`config.mk`:
```
export PLATFORM = sky130hd
export DESIGN_NAME = bus_merge
export DESIGN_NICKNAME = d
export VERILOG_FILES = /design/src/verilog/ext_mem_pkg.sv /design/src/verilog/bus_merge.sv
export VERILOG_INCLUDE_DIRS = /design/src /design/src/verilog
export SDC_FILE = /design/constraint.sdc
export NUM_CORES = 1
export LEC_CHECK = 0
export BUFFER_PORTS_ARGS = -buffer_cell sky130_fd_sc_hd__buf_4
export CAP_MARGIN = 10
export CORE_AREA = 2 2 101 103
export DETAILED_ROUTE_END_ITERATION = 8
export DIE_AREA = 0 0 103 105
export PLACE_DENSITY = 0.85
export RECOVER_POWER = 25
export SYNTH_ARGS = -nofsm -noshare
export SYNTH_HDL_FRONTEND = slang
export SYNTH_SLANG_ARGS = --single-unit
```
`constraint.sdc`:
```
create_clock -name clk_i -period 1.14 [get_ports clk_i]
set_input_delay 0.114 -clock clk_i [delete_from_list [all_inputs] [get_ports clk_i]]
set_output_delay 0.114 -clock clk_i [all_outputs]
set_load 0.01 [all_outputs]
```
`src/verilog/ext_mem_consts.svh`:
```
`ifndef EXT_MEM_CONSTS_SVH
`define EXT_MEM_CONSTS_SVH

// Native bus widths, addresses count 32-bit words
`define EM_ADDR_W 16
`define EM_DATA_W 32
`define EM_STRB_W 4

// Instruction and data port
`define EM_NPORTS 2

// 64 lines per L1
`define EM_IDX_W 6

`endif
```
`src/verilog/ext_mem_pkg.sv`:
```
`default_nettype none

`include "ext_mem_consts.svh"

package ext_mem_pkg;

   typedef logic [`EM_ADDR_W-1:0]           addr_t;
   typedef logic [`EM_DATA_W-1:0]           data_t;
   typedef logic [`EM_STRB_W-1:0]           strb_t; // Zero on a read
   typedef logic [`EM_IDX_W-1:0]            idx_t;
   typedef logic [`EM_ADDR_W-`EM_IDX_W-1:0] tag_t;  // Address bits above the index

   // Request side of the native bus
   typedef struct packed {
      logic  req;
      addr_t addr;
      data_t wdata;
      strb_t wstrb;
   } nat_req_t;

   typedef struct packed {
      data_t rdata;
      logic  ack;  // One-cycle pulse
   } nat_resp_t;

   typedef enum logic [2:0] {IDLE, LOOKUP, MISS_RD, WR_THRU, INVAL} cache_state_t;

endpackage

`default_nettype wire

```
`src/verilog/bus_merge.sv`:
```
`timescale 1ns/1ps
`default_nettype none

`include "ext_mem_consts.svh"

module bus_merge #(
   parameter int N_PORTS = `EM_NPORTS
) (
   input  logic                  clk_i,
   input  logic                  rst_i,
   input  ext_mem_pkg::nat_req_t  m_req_i [N_PORTS],
   output ext_mem_pkg::nat_resp_t m_resp_o [N_PORTS],
   output ext_mem_pkg::nat_req_t  s_req_o,
   input  ext_mem_pkg::nat_resp_t s_resp_i
);

   import ext_mem_pkg::*;

   localparam int SEL_W = (N_PORTS > 1) ? $clog2(N_PORTS) : 1;

   logic [SEL_W-1:0] grant_q;  // Last granted port
   logic             busy_q;   // Grant locked until ack
   logic [SEL_W-1:0] next_idx;
   logic             found;
   logic [SEL_W-1:0] sel_idx;
   logic             sel_valid;
   nat_req_t         sel_req;

   // Round-robin search starting after the last grant
   always_comb begin
      int c;
      next_idx = grant_q;
      found    = 1'b0;
      for (int i = 1; i <= N_PORTS; i++) begin
         c = int'(grant_q) + i;
         if (c >= N_PORTS) begin
            c = c - N_PORTS;
         end
         if (!found && m_req_i[c].req) begin
            found    = 1'b1;
            next_idx = c[SEL_W-1:0];
         end
      end
   end

   assign sel_idx   = busy_q ? grant_q : next_idx;
   assign sel_valid = busy_q || found;

   always_comb begin
      sel_req     = m_req_i[sel_idx];
      sel_req.req = sel_valid && m_req_i[sel_idx].req;
   end

   assign s_req_o = sel_req; // No added latency

   // Ack goes to the granted port only
   always_comb begin
      for (int p = 0; p < N_PORTS; p++) begin
         m_resp_o[p].rdata = s_resp_i.rdata;
         m_resp_o[p].ack   = s_resp_i.ack && sel_valid && (sel_idx == SEL_W'(p));
      end
   end

   always_ff @(posedge clk_i or posedge rst_i) begin
      if (rst_i) begin
         grant_q <= '0;
         busy_q  <= 1'b0;
      end else if (!busy_q && found) begin
         grant_q <= next_idx;
         busy_q  <= !s_resp_i.ack; // Same-cycle ack needs no lock
      end else if (busy_q && s_resp_i.ack) begin
         busy_q <= 1'b0;
      end
   end

endmodule

`default_nettype wire

```
==> Flow_metrics.wiki <==
{| class="wikitable"
! Metric !! Value
|-
| RSZ-0062 raised after global routing || yes
|-
| Worst Hold Depth || 2
|-
| Initial antenna violation count || 0
|-
| Transition time of the tightest slew-check pin || 0.509 ns
|-
| Failing checks || setup timing
|-
| Highest routing layer actually used || met4
|-
| Finish-stage setup viols || 55
|-
| FF/Latch Area || approximately 55 um2
|-
| Vert. Die Dim || approximately 110 um
|-
| Fmax || slightly above 0.6 GHz
|-
| Core region area || roughly 9600 um2
|-
| Clock Pin Slew Worst Setup and Hold Paths || ~0.03 ns
|-
| Slew headroom || between 60 and 70%
|-
| Required time of the critical path || approximately 1 ns
|-
| Total wire length after detailed routing || 12700 um
|-
| Number of port buffers || approximately 160
|-
| Clock skew after layout || between 0.0008 and 0.0009 ns
|-
| Final nets || between 500 and 600
|-
| Post-synthesis register bit count || 2
|-
| Maximum VDD drop || approximately 0.73 mV
|-
| Number of diodes added for antenna fixing || 0
|-
| Area taken by multi-input logic gates || 2880 um2
|-
| Met2 wire len || between 6000 and 7000 um
|-
| Final period util || 145%
|-
| Synthesized cell area || 3310 um2
|-
| Worst-Skew Late Latency || approximately 0.21 ns
|-
| Met1 wire length || slightly below 5000 um
|-
| Synthesized netlist cell count || 339
|-
| Syn Nets || 480
|-
| Sum of overflow across all layers after global routing || 0
|-
| PD cells || between 1000 and 1500 nW/um2
|-
| Cell-by-cell trace of the critical path || buf_12, clkbuf_16, mux2i_2, a22oi_2, buf_4
|-
| Layout Area Growth over Synthesis || 58.5%
|-
| Worst setup SP type || flip-flop
|-
| Crit path max fanout || 6
|-
| Max-capacitance violation count || 0
|-
| Delay of the slowest cell on the worst path || between 0.5 and 0.6 ns
|-
| WP data arrival || ~1.5 ns
|-
| Cell type of the slowest stage on the worst timing path || dfrtp_4
|-
| Half-perimeter wire length after detailed placement || 8040 um
|-
| Cell depth of the worst flop-to-flop path || 4
|-
| Worst Setup Slack post-DPL || -0.328 ns
|-
| Number of hold violations in the final report || 0
|-
| Total number of vias || 3636
|-
| Commonest non-fill, non-tap cell in the layout || buf_4
|-
| Total die area || around 11000 um2
|-
| Number of primary I/O pins || 260
|-
| Post-Place Cells || 555
|-
| Drt pass-1 iters || 4
|-
| Setup CP Type || reg -> out
|-
| Per-instance average area after synthesis || about 9.8 um2
|-
| Final core occ || between 50% and 60%
|-
| Yosys warning count || 0
|-
| First-pass GRT wire length || ~18000 um
|-
| CTS Root Cell || clkbuf_8
|-
| DRC violations left || 0
|-
| Share of final-layout standard cells stronger than drive strength 1 || between 80% and 90%
|-
| Number of rows in the core area || 36
|-
| Htree depth || 1
|-
| Smallest setup slack after layout || -0.518 ns
|-
| TritonCTS Sinks || 2
|-
| Number of nets with antenna violations after routing || 0
|-
| Clock period minus worst slack || ~1.7 ns
|-
| Final Max Slew Viols || 0
|-
| Filler cells || 825
|-
| Leak || around 1.9 nW
|-
| Vias/cell || 6.28
|-
| TritonCTS clock tree || built
|-
| Amount of wire on met3 after detailed routing || around 660 um
|-
| Die span in x || 103 um
|-
| Maximum number of pins on one net before global-route repair || 34
|-
| Run status || complete, but fails checks
|-
| Count of unique library cells instantiated by Yosys || 23
|-
| Combined global-route utilization of all metal layers || a little under 20%
|-
| Buffer levels on the longest clock path || 2
|-
| Routability congestion estimate from global placement || approximately 0.87
|-
| Layout Cells excl Fill || approximately 580
|-
| Routed len/inst || around 22 um
|-
| Worst Hold Class || in -> reg
|-
| First DRT Iteration DRCs || ~150
|-
| Sort of element at the end of the critical path || primary output
|-
| Initial standard-cell utilization of the core || between 30 and 40%
|-
| Top library cells by usage in the layout, fill and taps aside || 179 x buf_4, 79 x o221ai_2, 52 x a22oi_2
|-
| Fraction of the yosys area taken by sequential cells || under 10%
|-
| Total clock buffers created by CTS || 3
|-
| Via count of the first global-routing pass || 3598
|}
## state kept, by name, indices dropped and copies added, names as in the netlist
register	cells
busy_q	1
grant_q	1
## cells by family after synthesis
family,count (synthesis),share of synthesized area [%]
compound gates,163,55.9
simple gates,6,0.832
buf+inv,115,25.8
mux,53,16.0
flops,2,1.51
## worst max-delay path, delay by kind of cell, from the launching register on
| family | cells | cell delay (ns) |
|---|---|---|
| AO/OA/AOI/OAI | 1 | 0.07 |
| buffers and inverters | 3 | 0.51 |
| flip-flops | 1 | 0.54 |
| multiplexers | 1 | 0.21 |
## report_power, final
part	total, W	internal (W)	switching [W]
clock	0.000273	0.000223	0.0000504
combinational	0.00544	0.00298	0.00246
sequential	0.000125	0.0000880	0.0000372
total	0.00584	0.00329	0.00255
## what timing repair did
| action | 4_1_cts | 5_1_grt |
|---|---|---|
| hold endpoints to repair | 2 | 0 |
| cloned | 5 | 10 |
| setup endpoints to repair | 55 | 57 |
| hold buffers | 1 | 0 |
| buffers inserted | 4 | 1 |
| pin swaps | 4 | 20 |
| gates resized for setup | 34 | 31 |
## layout make-up
class                   instances  area share, %
well taps                     133           3.17
repair buffers                214           39.6
flip-flops and latches          2           1.05
clock buffers                   3          0.787
multi-input cells             223           54.9
inverters                       4          0.525
## metal layers
metal / up-vias / track usage [%]
met5: - / 0
met4: 0 / 6.95
met3: 35 / 2.88
met2: 140 / 37.1
met1: 1833 / 22.2
li1: 1628 / -
## cell usage after synthesis
master / count / area share, %
buf_4: 73 / 17
o221ai_1: 55 / 15
mux2i_1: 53 / 16
o221ai_2: 49 / 22
a22oi_2: 39 / 15
buf_2: 19 / 2.9
a22oi_1: 13 / 2.9
buf_6: 12 / 4.1
clkbuf_4: 5 / 1.1
inv_1: 3 / 0.34
a21oi_1: 2 / 0.30
dfrtp_1: 2 / 1.5
nand2_1: 2 / 0.23
nand2b_1: 2 / 0.38
nor2_1: 2 / 0.23
a211oi_1: 1 / 0.23
a21boi_0: 1 / 0.23
buf_8: 1 / 0.45
clkbuf_1: 1 / 0.11
inv_4: 1 / 0.19
o211ai_1: 1 / 0.23
o21a_1: 1 / 0.23
o21ai_0: 1 / 0.15
## final timing paths
path	from	endpoint	slack (ns)
min in group asynchronous	rst_i	busy_q	0.34
max reg2reg	grant_q	grant_q	0.05
min reg2reg	busy_q	busy_q	0.87
min	s_resp_i[0]	busy_q	0.07
max in group asynchronous	rst_i	grant_q	0.67
max	grant_q	s_req_o[39]	-0.52
## through the flow
| step | setup TNS, ns | hold slack, ns | power [W] | cell area [um2] |
|---|---|---|---|---|
| after detailed placement | -14.03 | -0.0135 | 0.00445 | 4410 |
| after global placement | -12.79 | -0.0147 | 0.00433 | 4410 |
| after floorplan | -2.24 | -0.145 | 0.00313 | 3520 |
| final | -26.27 | 0.0718 | 0.00584 | 5250 |
| after global routing | -29.00 | 0.0799 | 0.00613 | 5250 |
| after CTS | -26.57 | 0.0680 | 0.00528 | 4820 |
(Power assumes the default switching activity.)
