==> src/verilog/ext_mem_consts.svh <==
`ifndef EXT_MEM_CONSTS_SVH
`define EXT_MEM_CONSTS_SVH

// Native bus widths, addresses count 32-bit words
`define EM_ADDR_W 16
`define EM_DATA_W 32
`define EM_STRB_W 4

// Instruction and data port
`define EM_NPORTS 2

// 64 lines per L1
`define EM_IDX_W 6

`endif
==> src/verilog/ext_mem_pkg.sv <==
`default_nettype none

`include "ext_mem_consts.svh"

package ext_mem_pkg;

   typedef logic [`EM_ADDR_W-1:0]           addr_t;
   typedef logic [`EM_DATA_W-1:0]           data_t;
   typedef logic [`EM_STRB_W-1:0]           strb_t; // Zero on a read
   typedef logic [`EM_IDX_W-1:0]            idx_t;
   typedef logic [`EM_ADDR_W-`EM_IDX_W-1:0] tag_t;  // Address bits above the index

   // Request side of the native bus
   typedef struct packed {
      logic  req;
      addr_t addr;
      data_t wdata;
      strb_t wstrb;
   } nat_req_t;

   typedef struct packed {
      data_t rdata;
      logic  ack;  // One-cycle pulse
   } nat_resp_t;

   typedef enum logic [2:0] {IDLE, LOOKUP, MISS_RD, WR_THRU, INVAL} cache_state_t;

endpackage

`default_nettype wire

==> src/verilog/l1_cache.sv <==
`timescale 1ns/1ps
`default_nettype none

`include "ext_mem_consts.svh"

module l1_cache (
   input  logic                  clk_i,
   input  logic                  rst_i,
   input  ext_mem_pkg::nat_req_t  req_i,
   output ext_mem_pkg::nat_resp_t resp_o,
   input  logic                  invalidate_i,
   output ext_mem_pkg::nat_req_t  be_req_o,
   input  ext_mem_pkg::nat_resp_t be_resp_i
);

   import ext_mem_pkg::*;

   localparam int N_LINES = 1 << `EM_IDX_W;

   cache_state_t state_q, state_d;

   logic [N_LINES-1:0] valid_q;
   tag_t               tag_mem [N_LINES];
   data_t              data_mem [N_LINES];

   logic  ack_q;      // Front ack after a back-end access
   data_t rdata_q;
   logic  inv_pend_q; // Strobe seen while busy
   idx_t  inv_idx_q;

   idx_t  line_idx;
   tag_t  line_tag;
   data_t line_data;
   logic  is_rd;
   logic  hit;
   logic  be_done;

   // Fields are held stable by the master until ack
   assign line_idx  = req_i.addr[`EM_IDX_W-1:0];
   assign line_tag  = req_i.addr[`EM_ADDR_W-1:`EM_IDX_W];
   assign line_data = data_mem[line_idx];
   assign is_rd     = (req_i.wstrb == '0);
   assign hit       = valid_q[line_idx] && (tag_mem[line_idx] == line_tag);
   assign be_done   = ((state_q == MISS_RD) || (state_q == WR_THRU)) && be_resp_i.ack;

   always_comb begin
      state_d = state_q;
      case (state_q)
         IDLE: begin
            // Invalidation wins over a new request
            if (invalidate_i || inv_pend_q) begin
               state_d = INVAL;
            end else if (req_i.req && !ack_q) begin
               state_d = LOOKUP;
            end
         end
         LOOKUP: begin
            if (!is_rd) begin
               state_d = WR_THRU;
            end else if (!hit) begin
               state_d = MISS_RD;
            end else begin
               state_d = IDLE; // Hit acked here
            end
         end
         MISS_RD, WR_THRU: begin
            if (be_resp_i.ack) begin
               state_d = IDLE;
            end
         end
         INVAL: begin
            if (inv_idx_q == '1) begin
               state_d = IDLE;
            end
         end
         default: state_d = IDLE;
      endcase
   end

   always_ff @(posedge clk_i or posedge rst_i) begin
      if (rst_i) begin
         state_q    <= IDLE;
         ack_q      <= 1'b0;
         inv_pend_q <= 1'b0;
         inv_idx_q  <= '0;
         valid_q    <= '0;
      end else begin
         state_q <= state_d;
         ack_q   <= be_done;

         if ((state_q == IDLE) && (state_d == INVAL)) begin
            inv_pend_q <= 1'b0;
         end else if (invalidate_i) begin
            inv_pend_q <= 1'b1;
         end

         // Sweep one line per cycle, wraps back to zero
         if (state_q == INVAL) begin
            inv_idx_q          <= inv_idx_q + 1'b1;
            valid_q[inv_idx_q] <= 1'b0;
         end else if ((state_q == MISS_RD) && be_resp_i.ack) begin
            valid_q[line_idx] <= 1'b1;
         end
      end
   end

   // Line fill and write-hit merge
   always_ff @(posedge clk_i) begin
      if ((state_q == MISS_RD) && be_resp_i.ack) begin
         tag_mem[line_idx]  <= line_tag;
         data_mem[line_idx] <= be_resp_i.rdata;
      end else if ((state_q == WR_THRU) && be_resp_i.ack && hit) begin
         for (int b = 0; b < `EM_STRB_W; b++) begin
            if (req_i.wstrb[b]) begin
               data_mem[line_idx][8*b +: 8] <= req_i.wdata[8*b +: 8];
            end
         end
      end
      if (be_done) begin
         rdata_q <= be_resp_i.rdata;
      end
   end

   always_comb begin
      resp_o.ack   = ((state_q == LOOKUP) && is_rd && hit) || ack_q;
      resp_o.rdata = (state_q == LOOKUP) ? line_data : rdata_q;
   end

   // Write-through, no allocate on write
   always_comb begin
      be_req_o.req   = (state_q == MISS_RD) || (state_q == WR_THRU);
      be_req_o.addr  = req_i.addr;
      be_req_o.wdata = req_i.wdata;
      be_req_o.wstrb = (state_q == WR_THRU) ? req_i.wstrb : '0;
   end

endmodule

`default_nettype wire

==> config.mk <==
export PLATFORM = sky130hd
export DESIGN_NAME = l1_cache
export DESIGN_NICKNAME = d
export VERILOG_FILES = /design/src/verilog/ext_mem_pkg.sv /design/src/verilog/l1_cache.sv
export VERILOG_INCLUDE_DIRS = /design/src /design/src/verilog
export SDC_FILE = /design/constraint.sdc
export NUM_CORES = 2
export LEC_CHECK = 0
export ABC_AREA = 1
export BUFFER_PORTS_ARGS = -buffer_cell sky130_fd_sc_hd__buf_2
export CAP_MARGIN = 20
export CORE_MARGIN = 2
export CORE_UTILIZATION = 37
export CTS_CLUSTER_DIAMETER = 100
export DETAILED_ROUTE_END_ITERATION = 8
export PLACE_DENSITY = 0.5
export SYNTH_ARGS = -nofsm -noshare
export SYNTH_HDL_FRONTEND = slang
export SYNTH_SLANG_ARGS = --single-unit
export TNS_END_PERCENT = 20
==> constraint.sdc <==
create_clock -name clk_i -period 5.9 [get_ports clk_i]
set_input_delay 0.295 -clock clk_i [delete_from_list [all_inputs] [get_ports clk_i]]
set_output_delay 0.295 -clock clk_i [all_outputs]
set_load 0.02 [all_outputs]
==> results.tsv <==
stage	metric	value	unit
layout	nNetsFinal	8797	
layout	final_common_cell	edfxtp_1	
floorplanning	die_x	547	um
power	clkPwrFrac	0.423	
setup_path	cp_cell_sequence	buf_2 > inv_2 > nand2_2 > buf_4 > nor2_4 > buf_4 > nand2_1 > nand2_1 > a221oi_1 > nand4_1 > nand2_1 > nand4_1 > nor2_1 > nand4_1 > o21ai_0 > inv_1 > buf_2	
yosys	async_reset_ff_frac	0.0268	
power	switchingPower	9.77	mW
drt	drc	0	
timing	fin_crit	4710	ps
setup_path	arrival	4410	ps
setup_path	crit_path_start_kind	input pin	
timing	fin_tns_setup	0	ps
drt	routedWlPerCell	29.7	um
global_routing	grt_max_degree	144	
power	power_density	335	nW/um2
drt	wl	382	mm
setup_path	worstPathRequired	5610	ps
outcome	status	finished clean	
cts	post_cts_resized	0	
layout	layout-drive-gt1-share	0.143	
power	max-vdd-ir-drop	0.302	mV
cts	clockRootBuffer	clkbuf_16	
timing	layout_setup_ws	1190	ps
cts	clkTransAtPathRegs	60	ps
floorplanning	ioPinCount	175	
timing	slew_headroom	0.235	
timing	hold_ws	74.8	ps
place	dp.final_hpwl	238	mm
global_routing	grt_use_total	0.250	
yosys	synth_seq_cells	2795	
power	p_leak	44.4	nW
floorplanning	coreArea	294000	um2
timing	finalCritPeriodShare	0.798	
yosys	ys_seq_area_frac	0.766	
floorplanning	core.rowCount	199	
power	power	42.8	mW
cts	cts_buffer_depth	4	
setup_path	crit_path_end_kind	output pin	
global_routing	grt_pass1_vias	68300	
power	switching_share	0.228	
global_routing	grt_pass1_wl	535	mm
timing	fin_worst_skew	60.8	ps
power	combPwrFrac	0.059	
yosys	netlist_area	109000	um2
yosys	synth.avg_cell_area	13.4	um2
timing	final-max-slew-violation-count	0	
cts	cts_tree	yes	
setup_path	path_class	input pin to output pin	
yosys	dominantRegCellSynth	edfxtp_1	
drt	vias	71200	
place	gp_congestion	0.882	
setup_path	max_stage_delay	550	ps
global_routing	antenna_found_initial	36	
layout	final_cell_mix	2720 x edfxtp_1, 2069 x nand2_1, 499 x buf_4	
drt	ant_nets	0	
timing	worst-slew-pin-transition	1140	ps
cts	h-tree-depth	5	
drt	via_per_inst	5.53	
floorplanning	dieArea	299000	um2
yosys	synth_cell_type_count	42	
job	drv_cap	0	
setup_path	slowest_stage	nand2_2	
floorplanning	die_height	547	um
yosys	synth_warnings	0	
drt	first_pass_iters	6	
yosys	synth_edf_count	2720	
place	placed_area	118000	um2
layout	postLayoutCellArea	128000	um2
setup_path	reg2reg_depth	7	
place	port-buffer-count	174	
drt	drt_iter0_drc	8983	
yosys	synthCells	8133	
power	p_seq_frac	0.518	
yosys	synth_nets	8223	
layout	fillers	26600	
hold_path	holdPathStages	4	
cts	numCtsBuffers	294	
setup_path	cp_max_fo	37	
layout	area_growth	17.0	%
timing	finalHoldViolations	0	
timing	setup-violations-final	0	
cts	clock_latency	880	ps
cts	clock_sinks	2795	
cts	cts_setup_buffers	0	
global_routing	overflow	0	
timing	fmax	212	MHz
timing	rsz0062_at_grt	false	
floorplanning	start_util	0.372	
place	dp_slack	799	ps
hold_path	worstHoldPathType	input pin to flip-flop	
power	p_int	33.0	mW
-- Yosys cell counts (2+ instances only) --
cell | number | share of area
o31ai_1 | 3 | 0.00021
o21ai_0 | 320 | 0.015
o2111a_1 | 3 | 0.00031
a22o_1 | 78 | 0.0063
xor2_1 | 4 | 0.00032
buf_1 | 60 | 0.0021
nand4_4 | 4 | 0.00078
dfrtp_1 | 75 | 0.017
o22ai_1 | 31 | 0.0018
nor2_1 | 418 | 0.014
nand2_1 | 2107 | 0.072
clkbuf_1 | 253 | 0.0087
a32o_1 | 2 | 0.00018
nand3b_1 | 11 | 0.00076
or2_2 | 60 | 0.0034
buf_2 | 136 | 0.0062
a221oi_1 | 219 | 0.018
a22oi_1 | 306 | 0.021
o2111ai_1 | 2 | 0.00016
nand3_1 | 189 | 0.0087
edfxtp_1 | 2720 | 0.75
nor3_1 | 15 | 0.00069
nor2_4 | 5 | 0.00052
o211ai_1 | 41 | 0.0028
inv_1 | 370 | 0.013
buf_4 | 61 | 0.0042
or2_1 | 2 | 0.00011
o2bb2ai_1 | 17 | 0.0014
nand4_1 | 235 | 0.013
inv_2 | 5 | 0.00017
o21ai_1 | 52 | 0.0024
a21oi_1 | 315 | 0.014
and3_1 | 5 | 0.00029
-- per-layer routing --
metal	up-vias	global-route usage	part of all wire
li1	30900	-	-
met1	36500	0.348	0.42
met2	3359	0.392	0.46
met3	551	0.0487	0.084
met4	8	0.0813	0.032
met5	-	0.00222	0.00015
-- registers in the layout, summed over array words and instances (netlist names) --
name	flops
tag_mem	640
inv_pend_q	1
inv_idx_q	6
ack_q	1
state_q	3
data_mem	2048
valid_q	64
rdata_q	32
-- path summary, 6_finish.rpt --
check	from	slack, ps	end
max in group asynchronous	rst_i	4170	valid_q[28]
hold reg to reg	valid_q[44]	510	valid_q[44]
setup reg to reg	state_q[0]	1530	data_mem[11][22]
setup / recovery	req_i[38]	1190	resp_o[13]
hold / removal	req_i[28]	70	data_mem[52][24]
min in group asynchronous	rst_i	500	state_q[1]
-- power groups by stage --
stage          registers, mW  logic (mW)  clock network, mW
2_1_floorplan           22.5        1.30                  0
3_3_place_gp            22.5        2.45                  0
4_1_cts                 22.1        2.50               18.3
3_5_place_dp            22.5        2.47                  0
6_report                22.1        2.52               18.1
5_1_grt                 22.1        2.71               19.1
-- through the flow --
step	cells	util
after global placement	12300	0.401
after floorplan	8133	-
after detailed placement	12300	0.402
after CTS	12800	0.434
final	12900	0.435
after global routing	12800	0.435
-- cell type report --
cell class / count / area [um2] / area share
antenna: 30 / 75.1 / 0.000588
clock buffer: 363 / 7820 / 0.0613
clock inverter: 150 / 1330 / 0.0104
inverter: 376 / 1440 / 0.0113
multi-input combinational: 4451 / 22000 / 0.173
sequential: 2795 / 83600 / 0.655
tap: 3919 / 4900 / 0.0384
timing repair buffer: 789 / 6470 / 0.0507
-- cells by family (layout without fill, tap and decap cells) --
| logic type | Yosys count | count (layout) | synth area share |
|---|---|---|---|
| other cells | 0 | 30 | 0 |
| flops | 2795 | 2795 | 0.766 |
| simple gates | 3056 | 3056 | 0.116 |
| compound gates | 1390 | 1390 | 0.0833 |
| xor+xnor | 4 | 4 | 0.000321 |
| buf+inv | 887 | 1678 | 0.0342 |
| fa+ha+maj | 1 | 1 | 0.000115 |
-- timing repair --
item	CTS	global route
setup endpoints to repair	0	0
hold endpoints to repair	174	0
hold buffers	43	0
-- worst max-delay path: cells and delay by family --
kind	cells	cell delay [ps]
buf+inv	6	1470
simple gates	9	2100
compound gates	2	450
(Power assumes the default switching activity.)
